### src/hdl/mcs51_pkg.sv
// 8051 subset core package with data types, SFR map and control encodings
`default_nettype none

package mcs51_pkg;

	// ------------------------------------------------------------------
	// Basic data types
	// ------------------------------------------------------------------
	typedef logic [7:0]  byte_t;
	typedef logic [15:0] addr_t;

	// Direct addresses of the SFRs that remain
	localparam byte_t SFR_ACC = 8'hE0;
	localparam byte_t SFR_PSW = 8'hD0;
	localparam byte_t SFR_P1  = 8'h90;

	localparam int IRAM_DEPTH = 128;

	// Bit positions inside PSW
	localparam logic [2:0] PSW_CY  = 3'd7;
	localparam logic [2:0] PSW_AC  = 3'd6;
	localparam logic [2:0] PSW_RS1 = 3'd4;
	localparam logic [2:0] PSW_RS0 = 3'd3;
	localparam logic [2:0] PSW_OV  = 3'd2;
	localparam logic [2:0] PSW_P   = 3'd0;

	// ------------------------------------------------------------------
	// Control encodings
	// ------------------------------------------------------------------
	typedef enum logic [1:0] {
		PH_FETCH,
		PH_OPERAND,
		PH_EXEC,
		PH_WRITE
	} phase_e;

	typedef enum logic [3:0] {
		ALU_PASS,
		ALU_ADD,
		ALU_ADDC,
		ALU_AND,
		ALU_OR,
		ALU_XOR,
		ALU_CPL,
		ALU_RL,
		ALU_RR,
		ALU_SWAP
	} alu_op_e;

	typedef enum logic [1:0] {SRC_IMM, SRC_REG, SRC_DIR} src_e;

	typedef enum logic [1:0] {DST_NONE, DST_ACC, DST_REG, DST_DIR} dst_e;

	typedef enum logic [1:0] {BR_NONE, BR_SJMP, BR_JZ, BR_JNZ} branch_e;

	// Fixed opcodes of the kept instruction set
	typedef enum logic [7:0] {
		OP_NOP       = 8'h00,
		OP_RR_A      = 8'h03,
		OP_RL_A      = 8'h23,
		OP_ADD_IMM   = 8'h24,
		OP_ADDC_IMM  = 8'h34,
		OP_ORL_IMM   = 8'h44,
		OP_ANL_IMM   = 8'h54,
		OP_JZ        = 8'h60,
		OP_XRL_IMM   = 8'h64,
		OP_JNZ       = 8'h70,
		OP_MOV_A_IMM = 8'h74,
		OP_SJMP      = 8'h80,
		OP_SWAP_A    = 8'hC4,
		OP_MOV_A_DIR = 8'hE5,
		OP_CPL_A     = 8'hF4,
		OP_MOV_DIR_A = 8'hF5
	} opcode_e;

	// Upper five bits of the Rn forms, low three bits pick the register
	localparam logic [4:0] OPH_MOV_A_RN = 5'h1D;
	localparam logic [4:0] OPH_MOV_RN_A = 5'h1F;
	localparam logic [4:0] OPH_ADD_RN   = 5'h05;
	localparam logic [4:0] OPH_ADDC_RN  = 5'h07;

endpackage

`default_nettype wire
### src/hdl/mcs51_top.sv
// 8051 subset core top level joining fetch control, decoder, ALU and data space
`default_nettype none

module mcs51_top (
	input  logic             clk,
	input  logic             sys_rst_n,
	output mcs51_pkg::addr_t mem_addr_o,
	input  mcs51_pkg::byte_t mem_rdata_i,
	output logic             psen_n_o,
	input  logic             ready_i,
	output mcs51_pkg::byte_t p1_o
);
	import mcs51_pkg::*;

	byte_t   opcode;
	byte_t   operand;
	logic    has_operand;
	src_e    src_sel;
	dst_e    dst_sel;
	alu_op_e alu_op;
	branch_e branch_kind;
	logic [2:0] reg_idx;
	byte_t   acc;
	byte_t   src_val;
	logic    cy;
	byte_t   result;
	logic    alu_cy;
	logic    alu_ac;
	logic    alu_ov;
	logic    commit;

	mcs51_fetch_ctrl u_fetch_ctrl (
		.clk           (clk),
		.sys_rst_n     (sys_rst_n),
		.mem_addr_o    (mem_addr_o),
		.mem_rdata_i   (mem_rdata_i),
		.psen_n_o      (psen_n_o),
		.ready_i       (ready_i),
		.opcode_o      (opcode),
		.operand_o     (operand),
		.has_operand_i (has_operand),
		.branch_kind_i (branch_kind),
		.acc_i         (acc),
		.commit_o      (commit)
	);

	mcs51_decoder u_decoder (
		.clk           (clk),
		.sys_rst_n     (sys_rst_n),
		.opcode_i      (opcode),
		.has_operand_o (has_operand),
		.src_sel_o     (src_sel),
		.dst_sel_o     (dst_sel),
		.alu_op_o      (alu_op),
		.branch_kind_o (branch_kind),
		.reg_idx_o     (reg_idx)
	);

	mcs51_alu u_alu (
		.op_i     (alu_op),
		.a_i      (acc),
		.b_i      (src_val),
		.cy_i     (cy),
		.result_o (result),
		.cy_o     (alu_cy),
		.ac_o     (alu_ac),
		.ov_o     (alu_ov)
	);

	mcs51_data_space u_data_space (
		.clk       (clk),
		.sys_rst_n (sys_rst_n),
		.commit_i  (commit),
		.src_sel_i (src_sel),
		.dst_sel_i (dst_sel),
		.alu_op_i  (alu_op),
		.reg_idx_i (reg_idx),
		.operand_i (operand),
		.result_i  (result),
		.cy_i      (alu_cy),
		.ac_i      (alu_ac),
		.ov_i      (alu_ov),
		.acc_o     (acc),
		.src_val_o (src_val),
		.cy_o      (cy),
		.p1_o      (p1_o)
	);

endmodule

`default_nettype wire

### src/hdl/mcs51_fetch_ctrl.sv
// Phase sequencer with PC, instruction buffers and branch resolution for the core
`default_nettype none

module mcs51_fetch_ctrl (
	input  logic               clk,
	input  logic               sys_rst_n,
	output mcs51_pkg::addr_t   mem_addr_o,
	input  mcs51_pkg::byte_t   mem_rdata_i,
	output logic               psen_n_o,
	input  logic               ready_i,
	output mcs51_pkg::byte_t   opcode_o,
	output mcs51_pkg::byte_t   operand_o,
	input  logic               has_operand_i,
	input  mcs51_pkg::branch_e branch_kind_i,
	input  mcs51_pkg::byte_t   acc_i,
	output logic               commit_o
);
	import mcs51_pkg::*;

	phase_e phase_q;
	addr_t  pc_q;
	byte_t  opcode_q;
	byte_t  operand_q;
	logic   run_q;
	logic   take_q;
	logic   take_d;
	logic   fetching;
	logic   accept;
	addr_t  target;

	// Program memory handshake with one byte per accepted edge
	assign fetching   = run_q && (phase_q == PH_FETCH || phase_q == PH_OPERAND);
	assign accept     = fetching && ready_i;
	assign psen_n_o   = !fetching;
	assign mem_addr_o = pc_q;

	// Decoder sees the incoming byte while the opcode is on the bus
	assign opcode_o  = (phase_q == PH_FETCH) ? mem_rdata_i : opcode_q;
	assign operand_o = operand_q;
	assign commit_o  = (phase_q == PH_WRITE);

	// Relative target from the PC past the instruction
	assign target = pc_q + {{8{operand_q[7]}}, operand_q};

	always_comb
	begin
		case (branch_kind_i)
			BR_SJMP: take_d = 1'b1;
			BR_JZ:   take_d = (acc_i == 8'h00);
			BR_JNZ:  take_d = (acc_i != 8'h00);
			default: take_d = 1'b0;
		endcase
	end

	// ------------------------------------------------------------------
	// Phase sequencer and program counter
	// ------------------------------------------------------------------
	always_ff @(posedge clk)
	begin
		if (!sys_rst_n)
		begin
			phase_q <= PH_FETCH;
			pc_q    <= '0;
			run_q   <= 1'b0;
			take_q  <= 1'b0;
		end
		else
		begin
			run_q <= 1'b1;
			case (phase_q)
				PH_FETCH:
				begin
					if (accept)
					begin
						pc_q    <= pc_q + 16'd1;
						phase_q <= has_operand_i ? PH_OPERAND : PH_EXEC;
					end
				end
				PH_OPERAND:
				begin
					if (accept)
					begin
						pc_q    <= pc_q + 16'd1;
						phase_q <= PH_EXEC;
					end
				end
				PH_EXEC:
				begin
					take_q  <= take_d;
					phase_q <= PH_WRITE;
				end
				default:
				begin
					if (take_q)
						pc_q <= target;
					phase_q <= PH_FETCH;
				end
			endcase
		end
	end

	always_ff @(posedge clk)
	begin
		if (accept && phase_q == PH_FETCH)
			opcode_q <= mem_rdata_i;
		if (accept && phase_q == PH_OPERAND)
			operand_q <= mem_rdata_i;
	end

	// ------------------------------------------------------------------
	// Handshake checks
	// ------------------------------------------------------------------
	// Stalled request keeps address and strobe until ready
	a_addr_hold : assert property (@(posedge clk) disable iff (!sys_rst_n)
		(!psen_n_o && !ready_i) |=> (!psen_n_o && $stable(mem_addr_o)));

	// Strobe rests through execute and write after the last byte, then fetch resumes
	a_exec_gap : assert property (@(posedge clk) disable iff (!sys_rst_n)
		$past(accept && (phase_q == PH_OPERAND || !has_operand_i), 3)
			|-> (!psen_n_o && $past(psen_n_o) && $past(psen_n_o, 2)));

endmodule

`default_nettype wire

### src/hdl/mcs51_data_space.sv
// Internal RAM, banked registers and ACC, PSW, P1 with direct address decoding
`default_nettype none

module mcs51_data_space (
	input  logic               clk,
	input  logic               sys_rst_n,
	input  logic               commit_i,
	input  mcs51_pkg::src_e    src_sel_i,
	input  mcs51_pkg::dst_e    dst_sel_i,
	input  mcs51_pkg::alu_op_e alu_op_i,
	input  logic [2:0]         reg_idx_i,
	input  mcs51_pkg::byte_t   operand_i,
	input  mcs51_pkg::byte_t   result_i,
	input  logic               cy_i,
	input  logic               ac_i,
	input  logic               ov_i,
	output mcs51_pkg::byte_t   acc_o,
	output mcs51_pkg::byte_t   src_val_o,
	output logic               cy_o,
	output mcs51_pkg::byte_t   p1_o
);
	import mcs51_pkg::*;

	byte_t      iram_q [IRAM_DEPTH];
	byte_t      acc_q;
	byte_t      psw_q;
	byte_t      p1_q;
	byte_t      psw_rd;
	byte_t      dir_rd;
	logic [6:0] reg_addr;

	// Rn lives at RS*8 + n
	assign reg_addr = {2'b00, psw_q[PSW_RS1], psw_q[PSW_RS0], reg_idx_i};

	assign acc_o = acc_q;
	assign cy_o  = psw_q[PSW_CY];
	assign p1_o  = p1_q;

	// Parity bit tracks ACC
	always_comb
	begin
		psw_rd        = psw_q;
		psw_rd[PSW_P] = ^acc_q;
	end

	// ------------------------------------------------------------------
	// Read side
	// ------------------------------------------------------------------
	always_comb
	begin
		if (!operand_i[7])
			dir_rd = iram_q[operand_i[6:0]];
		else
		begin
			case (operand_i)
				SFR_ACC: dir_rd = acc_q;
				SFR_PSW: dir_rd = psw_rd;
				SFR_P1:  dir_rd = p1_q;
				default: dir_rd = 8'h00;
			endcase
		end
	end

	// Stores move A and the source select only names the location
	always_comb
	begin
		if (dst_sel_i == DST_REG || dst_sel_i == DST_DIR)
			src_val_o = acc_q;
		else
		begin
			case (src_sel_i)
				SRC_REG: src_val_o = iram_q[reg_addr];
				SRC_DIR: src_val_o = dir_rd;
				default: src_val_o = operand_i;
			endcase
		end
	end

	// ------------------------------------------------------------------
	// Write side with one write per commit
	// ------------------------------------------------------------------
	always_ff @(posedge clk)
	begin
		if (!sys_rst_n)
		begin
			acc_q <= 8'h00;
			psw_q <= 8'h00;
			p1_q  <= 8'h00;
			for (int i = 0; i < IRAM_DEPTH; i++)
				iram_q[i[6:0]] <= 8'h00;
		end
		else if (commit_i)
		begin
			case (dst_sel_i)
				DST_ACC: acc_q <= result_i;
				DST_REG: iram_q[reg_addr] <= result_i;
				DST_DIR:
				begin
					if (!operand_i[7])
						iram_q[operand_i[6:0]] <= result_i;
					else if (operand_i == SFR_ACC)
						acc_q <= result_i;
					else if (operand_i == SFR_PSW)
						psw_q <= result_i;
					else if (operand_i == SFR_P1)
						p1_q <= result_i;
				end
				default: acc_q <= acc_q;
			endcase

			// Arithmetic flags only from ADD and ADDC
			if (alu_op_i == ALU_ADD || alu_op_i == ALU_ADDC)
			begin
				psw_q[PSW_CY] <= cy_i;
				psw_q[PSW_AC] <= ac_i;
				psw_q[PSW_OV] <= ov_i;
			end
		end
	end

	// Write strobe from the sequencer is a single-cycle pulse
	a_commit_pulse : assert property (@(posedge clk) disable iff (!sys_rst_n)
		commit_i |=> !commit_i);

endmodule

`default_nettype wire

### src/hdl/mcs51_decoder.sv
// Opcode decoder producing operand source, ALU operation, destination and branch kind
`default_nettype none

module mcs51_decoder (
	input  logic               clk,
	input  logic               sys_rst_n,
	input  mcs51_pkg::byte_t   opcode_i,
	output logic               has_operand_o,
	output mcs51_pkg::src_e    src_sel_o,
	output mcs51_pkg::dst_e    dst_sel_o,
	output mcs51_pkg::alu_op_e alu_op_o,
	output mcs51_pkg::branch_e branch_kind_o,
	output logic [2:0]         reg_idx_o
);
	import mcs51_pkg::*;

	assign reg_idx_o = opcode_i[2:0];

	always_comb
	begin
		// Anything not listed below behaves as NOP
		has_operand_o = 1'b0;
		src_sel_o     = SRC_IMM;
		dst_sel_o     = DST_NONE;
		alu_op_o      = ALU_PASS;
		branch_kind_o = BR_NONE;

		case (opcode_e'(opcode_i))
			OP_MOV_A_IMM, OP_ADD_IMM, OP_ADDC_IMM, OP_ANL_IMM, OP_ORL_IMM, OP_XRL_IMM:
			begin
				has_operand_o = 1'b1;
				dst_sel_o     = DST_ACC;
			end
			OP_MOV_A_DIR:
			begin
				has_operand_o = 1'b1;
				src_sel_o     = SRC_DIR;
				dst_sel_o     = DST_ACC;
			end
			OP_MOV_DIR_A:
			begin
				has_operand_o = 1'b1;
				src_sel_o     = SRC_DIR;
				dst_sel_o     = DST_DIR;
			end
			OP_CPL_A, OP_RL_A, OP_RR_A, OP_SWAP_A:
				dst_sel_o = DST_ACC;
			OP_SJMP, OP_JZ, OP_JNZ:
				has_operand_o = 1'b1;
			default:
				has_operand_o = 1'b0;
		endcase

		// ALU function of the fixed opcodes
		case (opcode_e'(opcode_i))
			OP_ADD_IMM:  alu_op_o = ALU_ADD;
			OP_ADDC_IMM: alu_op_o = ALU_ADDC;
			OP_ANL_IMM:  alu_op_o = ALU_AND;
			OP_ORL_IMM:  alu_op_o = ALU_OR;
			OP_XRL_IMM:  alu_op_o = ALU_XOR;
			OP_CPL_A:    alu_op_o = ALU_CPL;
			OP_RL_A:     alu_op_o = ALU_RL;
			OP_RR_A:     alu_op_o = ALU_RR;
			OP_SWAP_A:   alu_op_o = ALU_SWAP;
			OP_SJMP:     branch_kind_o = BR_SJMP;
			OP_JZ:       branch_kind_o = BR_JZ;
			OP_JNZ:      branch_kind_o = BR_JNZ;
			default:     alu_op_o = ALU_PASS;
		endcase

		// Rn forms, bit 3 is always set here
		if (opcode_i[3])
		begin
			case (opcode_i[7:3])
				OPH_MOV_A_RN:
				begin
					src_sel_o = SRC_REG;
					dst_sel_o = DST_ACC;
				end
				OPH_MOV_RN_A:
				begin
					src_sel_o = SRC_REG;
					dst_sel_o = DST_REG;
				end
				OPH_ADD_RN, OPH_ADDC_RN:
				begin
					src_sel_o = SRC_REG;
					dst_sel_o = DST_ACC;
					alu_op_o  = (opcode_i[7:3] == OPH_ADD_RN) ? ALU_ADD : ALU_ADDC;
				end
				default:
					dst_sel_o = DST_NONE;
			endcase
		end
	end

	// Register forms never reach the direct address space
	a_reg_not_dir : assert property (@(posedge clk) disable iff (!sys_rst_n)
		opcode_i[3] |-> (dst_sel_o != DST_DIR && src_sel_o != SRC_DIR && !has_operand_o));

endmodule

`default_nettype wire

### src/hdl/mcs51_alu.sv
// Eight-bit ALU with carry, auxiliary carry and overflow generation
`default_nettype none

module mcs51_alu (
	input  mcs51_pkg::alu_op_e op_i,
	input  mcs51_pkg::byte_t   a_i,
	input  mcs51_pkg::byte_t   b_i,
	input  logic               cy_i,
	output mcs51_pkg::byte_t   result_o,
	output logic               cy_o,
	output logic               ac_o,
	output logic               ov_o
);
	import mcs51_pkg::*;

	logic       cin;
	logic [4:0] lo_sum;
	logic [3:0] mid_sum;
	logic [1:0] hi_sum;
	byte_t      sum;

	// Adder split at bit 4 and bit 7 for AC and OV
	assign cin     = (op_i == ALU_ADDC) ? cy_i : 1'b0;
	assign lo_sum  = {1'b0, a_i[3:0]} + {1'b0, b_i[3:0]} + {4'b0, cin};
	assign mid_sum = {1'b0, a_i[6:4]} + {1'b0, b_i[6:4]} + {3'b0, lo_sum[4]};
	assign hi_sum  = {1'b0, a_i[7]} + {1'b0, b_i[7]} + {1'b0, mid_sum[3]};
	assign sum     = {hi_sum[0], mid_sum[2:0], lo_sum[3:0]};

	always_comb
	begin
		cy_o = cy_i;
		ac_o = 1'b0;
		ov_o = 1'b0;
		case (op_i)
			ALU_ADD, ALU_ADDC:
			begin
				result_o = sum;
				cy_o     = hi_sum[1];
				ac_o     = lo_sum[4];
				ov_o     = hi_sum[1] ^ mid_sum[3];
			end
			ALU_AND:  result_o = a_i & b_i;
			ALU_OR:   result_o = a_i | b_i;
			ALU_XOR:  result_o = a_i ^ b_i;
			ALU_CPL:  result_o = ~a_i;
			ALU_RL:   result_o = {a_i[6:0], a_i[7]};
			ALU_RR:   result_o = {a_i[0], a_i[7:1]};
			ALU_SWAP: result_o = {a_i[3:0], a_i[7:4]};
			default:  result_o = b_i;
		endcase
	end

endmodule

`default_nettype wire

### config.mk
export PLATFORM = sky130hd
export DESIGN_NAME = mcs51_top
export DESIGN_NICKNAME = d
export VERILOG_FILES = /design/src/hdl/mcs51_pkg.sv /design/src/hdl/mcs51_top.sv /design/src/hdl/mcs51_fetch_ctrl.sv /design/src/hdl/mcs51_data_space.sv /design/src/hdl/mcs51_decoder.sv /design/src/hdl/mcs51_alu.sv
export SDC_FILE = /design/constraint.sdc
export NUM_CORES = 2
export LEC_CHECK = 0
export BUFFER_PORTS_ARGS = -buffer_cell sky130_fd_sc_hd__clkbuf_2
export CORE_ASPECT_RATIO = 0.9
export CORE_MARGIN = 5
export CORE_UTILIZATION = 40
export CTS_CLUSTER_SIZE = 25
export DETAILED_ROUTE_END_ITERATION = 8
export REMOVE_ABC_BUFFERS = 1
export SYNTH_ARGS = -nofsm -noshare
export SYNTH_HDL_FRONTEND = slang
export SYNTH_SLANG_ARGS = --single-unit
export TNS_END_PERCENT = 5
### constraint.sdc
create_clock -name clk -period 6.78 [get_ports clk]
set_clock_uncertainty 0.15 [all_clocks]
set_input_delay 0.678 -clock clk [delete_from_list [all_inputs] [get_ports clk]]
set_output_delay 0.678 -clock clk [all_outputs]
set_load 0.02 [all_outputs]
### Yosys cells after proc, flatten, opt, wreduce, memory -nomap -nowiden

Memory sizes are Yosys's and may differ from the RTL's. A register that Yosys moved wholly into a read port is not among the register bits.
Index checks and enable logic that the tools add are counted.

* RAM bits: 1024
* memories kept: 1
* output and inout port bits: 25
* bits of input ports: 11
* logic and storage cells: 168
* register bits: 60

Memory list
* u_data_space.iram_q: depth 128, bits a word 8, read ports 2, clocked after memory_dff 1, wr ports 128, RTL line mcs51_data_space.sv:24 `byte_t iram_q [IRAM_DEPTH];`

* bitwise operators: 8
* reductions and logical operators: 34
* multiplexer cells: 57
* $add $sub $neg: 8
* eq/ne operators: 49

Operator list (count)
* 2-to-1 mux 8 bit: 11
* equality test 8 bit, second input constant: 8
* case mux 8 bit (8 select lines): 1
* equality test 8 x 7 -> 1 bit, second input constant: 6
* case mux 4 bit (9 select lines): 1
* 2-to-1 mux 16 bit: 2
* case mux 16 bit (2 select lines): 1
* case mux 8 bit (2 select lines): 2
* equality test 8 x 6 -> 1 bit, second input constant: 3
* case mux 8 bit (3 select lines): 1
* OR reduction 11 bit: 2
* 2-to-1 mux 7 bit: 3
* 2-to-1 mux 1 bit: 19
* 2-to-1 mux 2 bit: 9
* adder 16 x 1 -> 16 bit, second input constant: 1
* adder 16 bit: 1
* equality test 4 x 3 -> 1 bit, second input constant: 4
* OR reduction 8 bit: 2
* equality test 2 bit, second input constant: 7
* case mux 2 bit (3 select lines): 2
* AND reduction 6 bit: 2
* equality test 5 x 3 -> 1 bit, second input constant: 2
* equality test 5 bit, second input constant: 2
* AND reduction 5 bit: 2
* other kinds (36): 62

### Depth between registers and ports, before layout

* word-level depth: 20
* depth in mapped cells: 28
* depth with buffers taken out: 22

### By module

Synthesis repeated with hierarchy kept, for this count alone.

* cell total of the unflattened synthesis: 4234
* area, all modules: 56264.0 um^2

By module, submodules not included
* mcs51_data_space: area an instance 52156.3 um^2, instances 1, cells an instance 3743
* mcs51_fetch_ctrl: area an instance 2164.6 um^2, instances 1, cells an instance 226
* mcs51_alu: area an instance 1455.1 um^2, instances 1, cells an instance 200
* mcs51_decoder: area an instance 488.0 um^2, instances 1, cells an instance 65

### Worst setup path after synthesis

Ideal clock, no wire load.

* path kind: register to register
* start: reg u_fetch_ctrl.phase_q[1]
* end: mem u_data_space.iram_q[123][7] (netlist name), data pin
* data arrival time: 5.750 ns
* setup slack: 0.734 ns
* period minus slack after synthesis: 6.046 ns
* cell stages (with the launch flop): 27
* cells stage by stage: dfxtp_1 > inv_1 > ha_1 > buf_2 > buf_2 > buf_2 > nor3b_1 > nor2_1 > buf_2 > buf_1 > o221ai_1 > nor2_1 > nor4_1 > o21ai_0 > a211oi_1 > ha_1 > a21o_1 > a21o_1 > fa_1 > a21o_1 > a21oi_1 > fa_1 > o211ai_1 > o221ai_1 > buf_2 > buf_2 > nor2_1

RTL lines
* start: declaration: RTL line mcs51_fetch_ctrl.sv:20 `phase_e phase_q;`
* start signal: assignment: RTL line mcs51_fetch_ctrl.sv:76 `phase_q <= has_operand_i ? PH_OPERAND : PH_EXEC;`
* end: declaration: RTL line mcs51_data_space.sv:24

==> reports/metrics.csv <==
metric,value,unit
slew_violations,0,
critPathKind,flop to flop,
path_max_fanout,32,
setup_viol,0,
dieArea,145000,sq um
drc,0,
fin_ws,0.215,ns
initial_core_util,40.4,%
power_density,361,nW/um^2
synth_edf_count,1040,
status,completed,
leakagePower,21.8,nW
yosysWarnings,0,
place_hpwl,130000,um
viasPerCell,6.41,
yosys.area.top_type,edfxtp_1,
vdd.ir_drop.worst,0.323,mV
hold_start,sys_rst_n,
highest_layer,met5,
track_usage,26.0,%
cts-root-buf,clkbuf_16,
min_period_over_period,96.8,%
dieHeight,361,um
grt_setup_unrepaired,false,
min_period,6.56,ns
synth_common_cells,"edfxtp_1, nor2_1, nor3_1, nand2_1, mux4_2",
met3WireLength,25600,um
cts.path.max_buffers,3,
fin_setup_tns,0,ns
ys_seq_area_share,58.8,%
numCtsBuffers,115,
fillCellCount,12400,
antenna_found_initial,7,
die_w,400,um
wl_met1,77200,um
clock.fmax,152,MHz
synthMuxAreaShare,12.1,%
cts_sinks,1090,
synthDistinctLibCells,97,
ys_async_sr_fraction,0,%
cp.arrival,6.97,ns
wirelength,194000,um
pin_count,36,
synth_flop_cell,edfxtp_1,
ant_nets,0,
min_path_type,input pin to flop,
holdWs,0.111,ns
ys_ff_latch,1090,
synth_top_area_share,56.9,%
synthAdderAreaFrac,1.13,%
synth_area_leaders,"edfxtp_1, mux4_2, nor2_1",
route.vias.total,41100,
dp_slack,0.179,ns
yosys.cell_count.top_type,edfxtp_1,
tritoncts,done,
wl_met2,82500,um
synth_top_family_by_area,simple AND/OR/NAND/NOR gates,
synth.avg_cell_area,12.3,sq um
cap_violations,0,
htreeDepth,3,
cp.required,7.19,ns
drt-initial-drc-count,6310,
drive_above_1_share,17.7,%
post_drt_wl_per_cell,30.3,um
p_total,22.4,mW
synth_compound_area_share,8.78,%
synth-simple-area-share,14.9,%
firstDrtPassIters,6,
cts.clk_slew.worst_paths,0.06,ns
syn-instance-count,4446,
grt_first_pass_wirelength,280000,um
syn_area,54900,sq um
globalplace.congestion,0.983,
clock_latency,0.76,ns
tightest_slew,1.24,ns
hold_viol_final,0,
grt_max_degree,102,
overflow,0,
synthXorXnorAreaFrac,0.240,%
num_rows,128,
final_nets,4549,
grt_pass1_vias,39200,
critPathLaunchType,flop,
port_buffers,35,
area_growth,13.0,%
end_kind,flop,
core_region_area,136000,sq um
slew_headroom,17.0,%
layer usage:
metal  global-route usage (%)  up-vias
met5                        0        -
met4                     9.86        4
met3                     7.79      516
met2                     37.4     2877
met1                     37.3    20700
li1                         -    17100
path summary, 6_finish.rpt:
path                            endpoint  slack (ns)  depth (start not counted)
min                   u_fetch_ctrl.run_q        0.11                          1
max           u_data_space.iram_q[54][6]        0.22                         25
max reg2reg   u_data_space.iram_q[54][6]        0.22                         25
min reg2reg  u_fetch_ctrl.mem_addr_o[15]        0.32                          2
repair_timing:
item                       CTS  global route
buffers inserted             0             7
setup endpoints to repair    0           258
hold buffers                 0             0
resized for setup            0            13
flip-flops by register name, summed over array words and instances, names as in the netlist, named ones only:
register	cells
u_fetch_ctrl.opcode_q	8
u_data_space.iram_q	1024
u_fetch_ctrl.mem_addr_o	16
u_fetch_ctrl.phase_q	2
u_fetch_ctrl.run_q	1
u_fetch_ctrl.operand_o	8
u_data_space.p1_o	8
u_fetch_ctrl.take_q	1
u_data_space.psw_q	7
u_data_space.acc_o	8
area by class of cell:
class                      instances  area (sq um)  area share, %
sequential                      1090         32200           52.0
multi-input combinational       2910         20600           33.2
clock buffer                     138          2990           4.81
timing repair buffer             321          2970           4.80
tap                             1820          2280           3.67
clock inverter                    79           734           1.18
inverter                          54           203          0.327
antenna                            3          7.51         0.0121
report_power, final:
part	switching, mW	internal [mW]	leakage, nW
clock	2.78	3.56	1.81
combinational	5.89	2.41	8.87
sequential	0.166	7.61	11.1
total	8.83	13.6	21.8
worst max-delay path, cell delays in order (launching register included):
cell and delay, ns:
dfxtp_4 0.40, buf_12 0.17, buf_12 0.21, buf_4 0.25, mux4_2 0.54, nor2b_1 0.16
a2111oi_0 0.45, buf_4 0.22, a21oi_1 0.07, o2111ai_1 0.20, buf_4 0.15, a31oi_1 0.08
a211oi_1 0.18, buf_4 0.18, ha_1 0.24, a21o_1 0.19, a21o_1 0.21, fa_1 0.41
buf_4 0.15, fa_1 0.40, xor2_1 0.17, o211ai_1 0.10, a41oi_1 0.32, o31ai_4 0.28
buf_12 0.28, nor2_1 0.14
cell usage in the layout, fill, tap and decap left out, drive strengths merged, types with 41 or more instances in the layout:
cell and n:
a21oi 100, a221oi 45, buf 287, clkbuf 172
clkinv 63, dfxtp 50, edfxtp 1040, inv 56
mux2i 86, mux4 238, nand2 264, nand2b 54
nand3 105, nand4 55, nor2 853, nor2b 41
nor3 296, o21ai 127, o221ai 51, o22ai 65
metrics by stage:
step	area (sq um)	std cells	utilization, %
floorplan	52800	4054	-
global placement	58200	6188	42.8
detailed placement	58200	6188	42.8
CTS	61900	6405	45.6
global route	62000	6412	45.7
finish	62000	6415	45.7
kinds of logic after synthesis:
family,after synthesis
and+or+nand+nor,1810
DFF,1090
AOI/OAI and AO/OA,680
buffers and inverters,446
muxes,359
adders and majority gates,46
xor gates and xnor gates,15
Note: power is estimated with default switching activity, not from simulation.
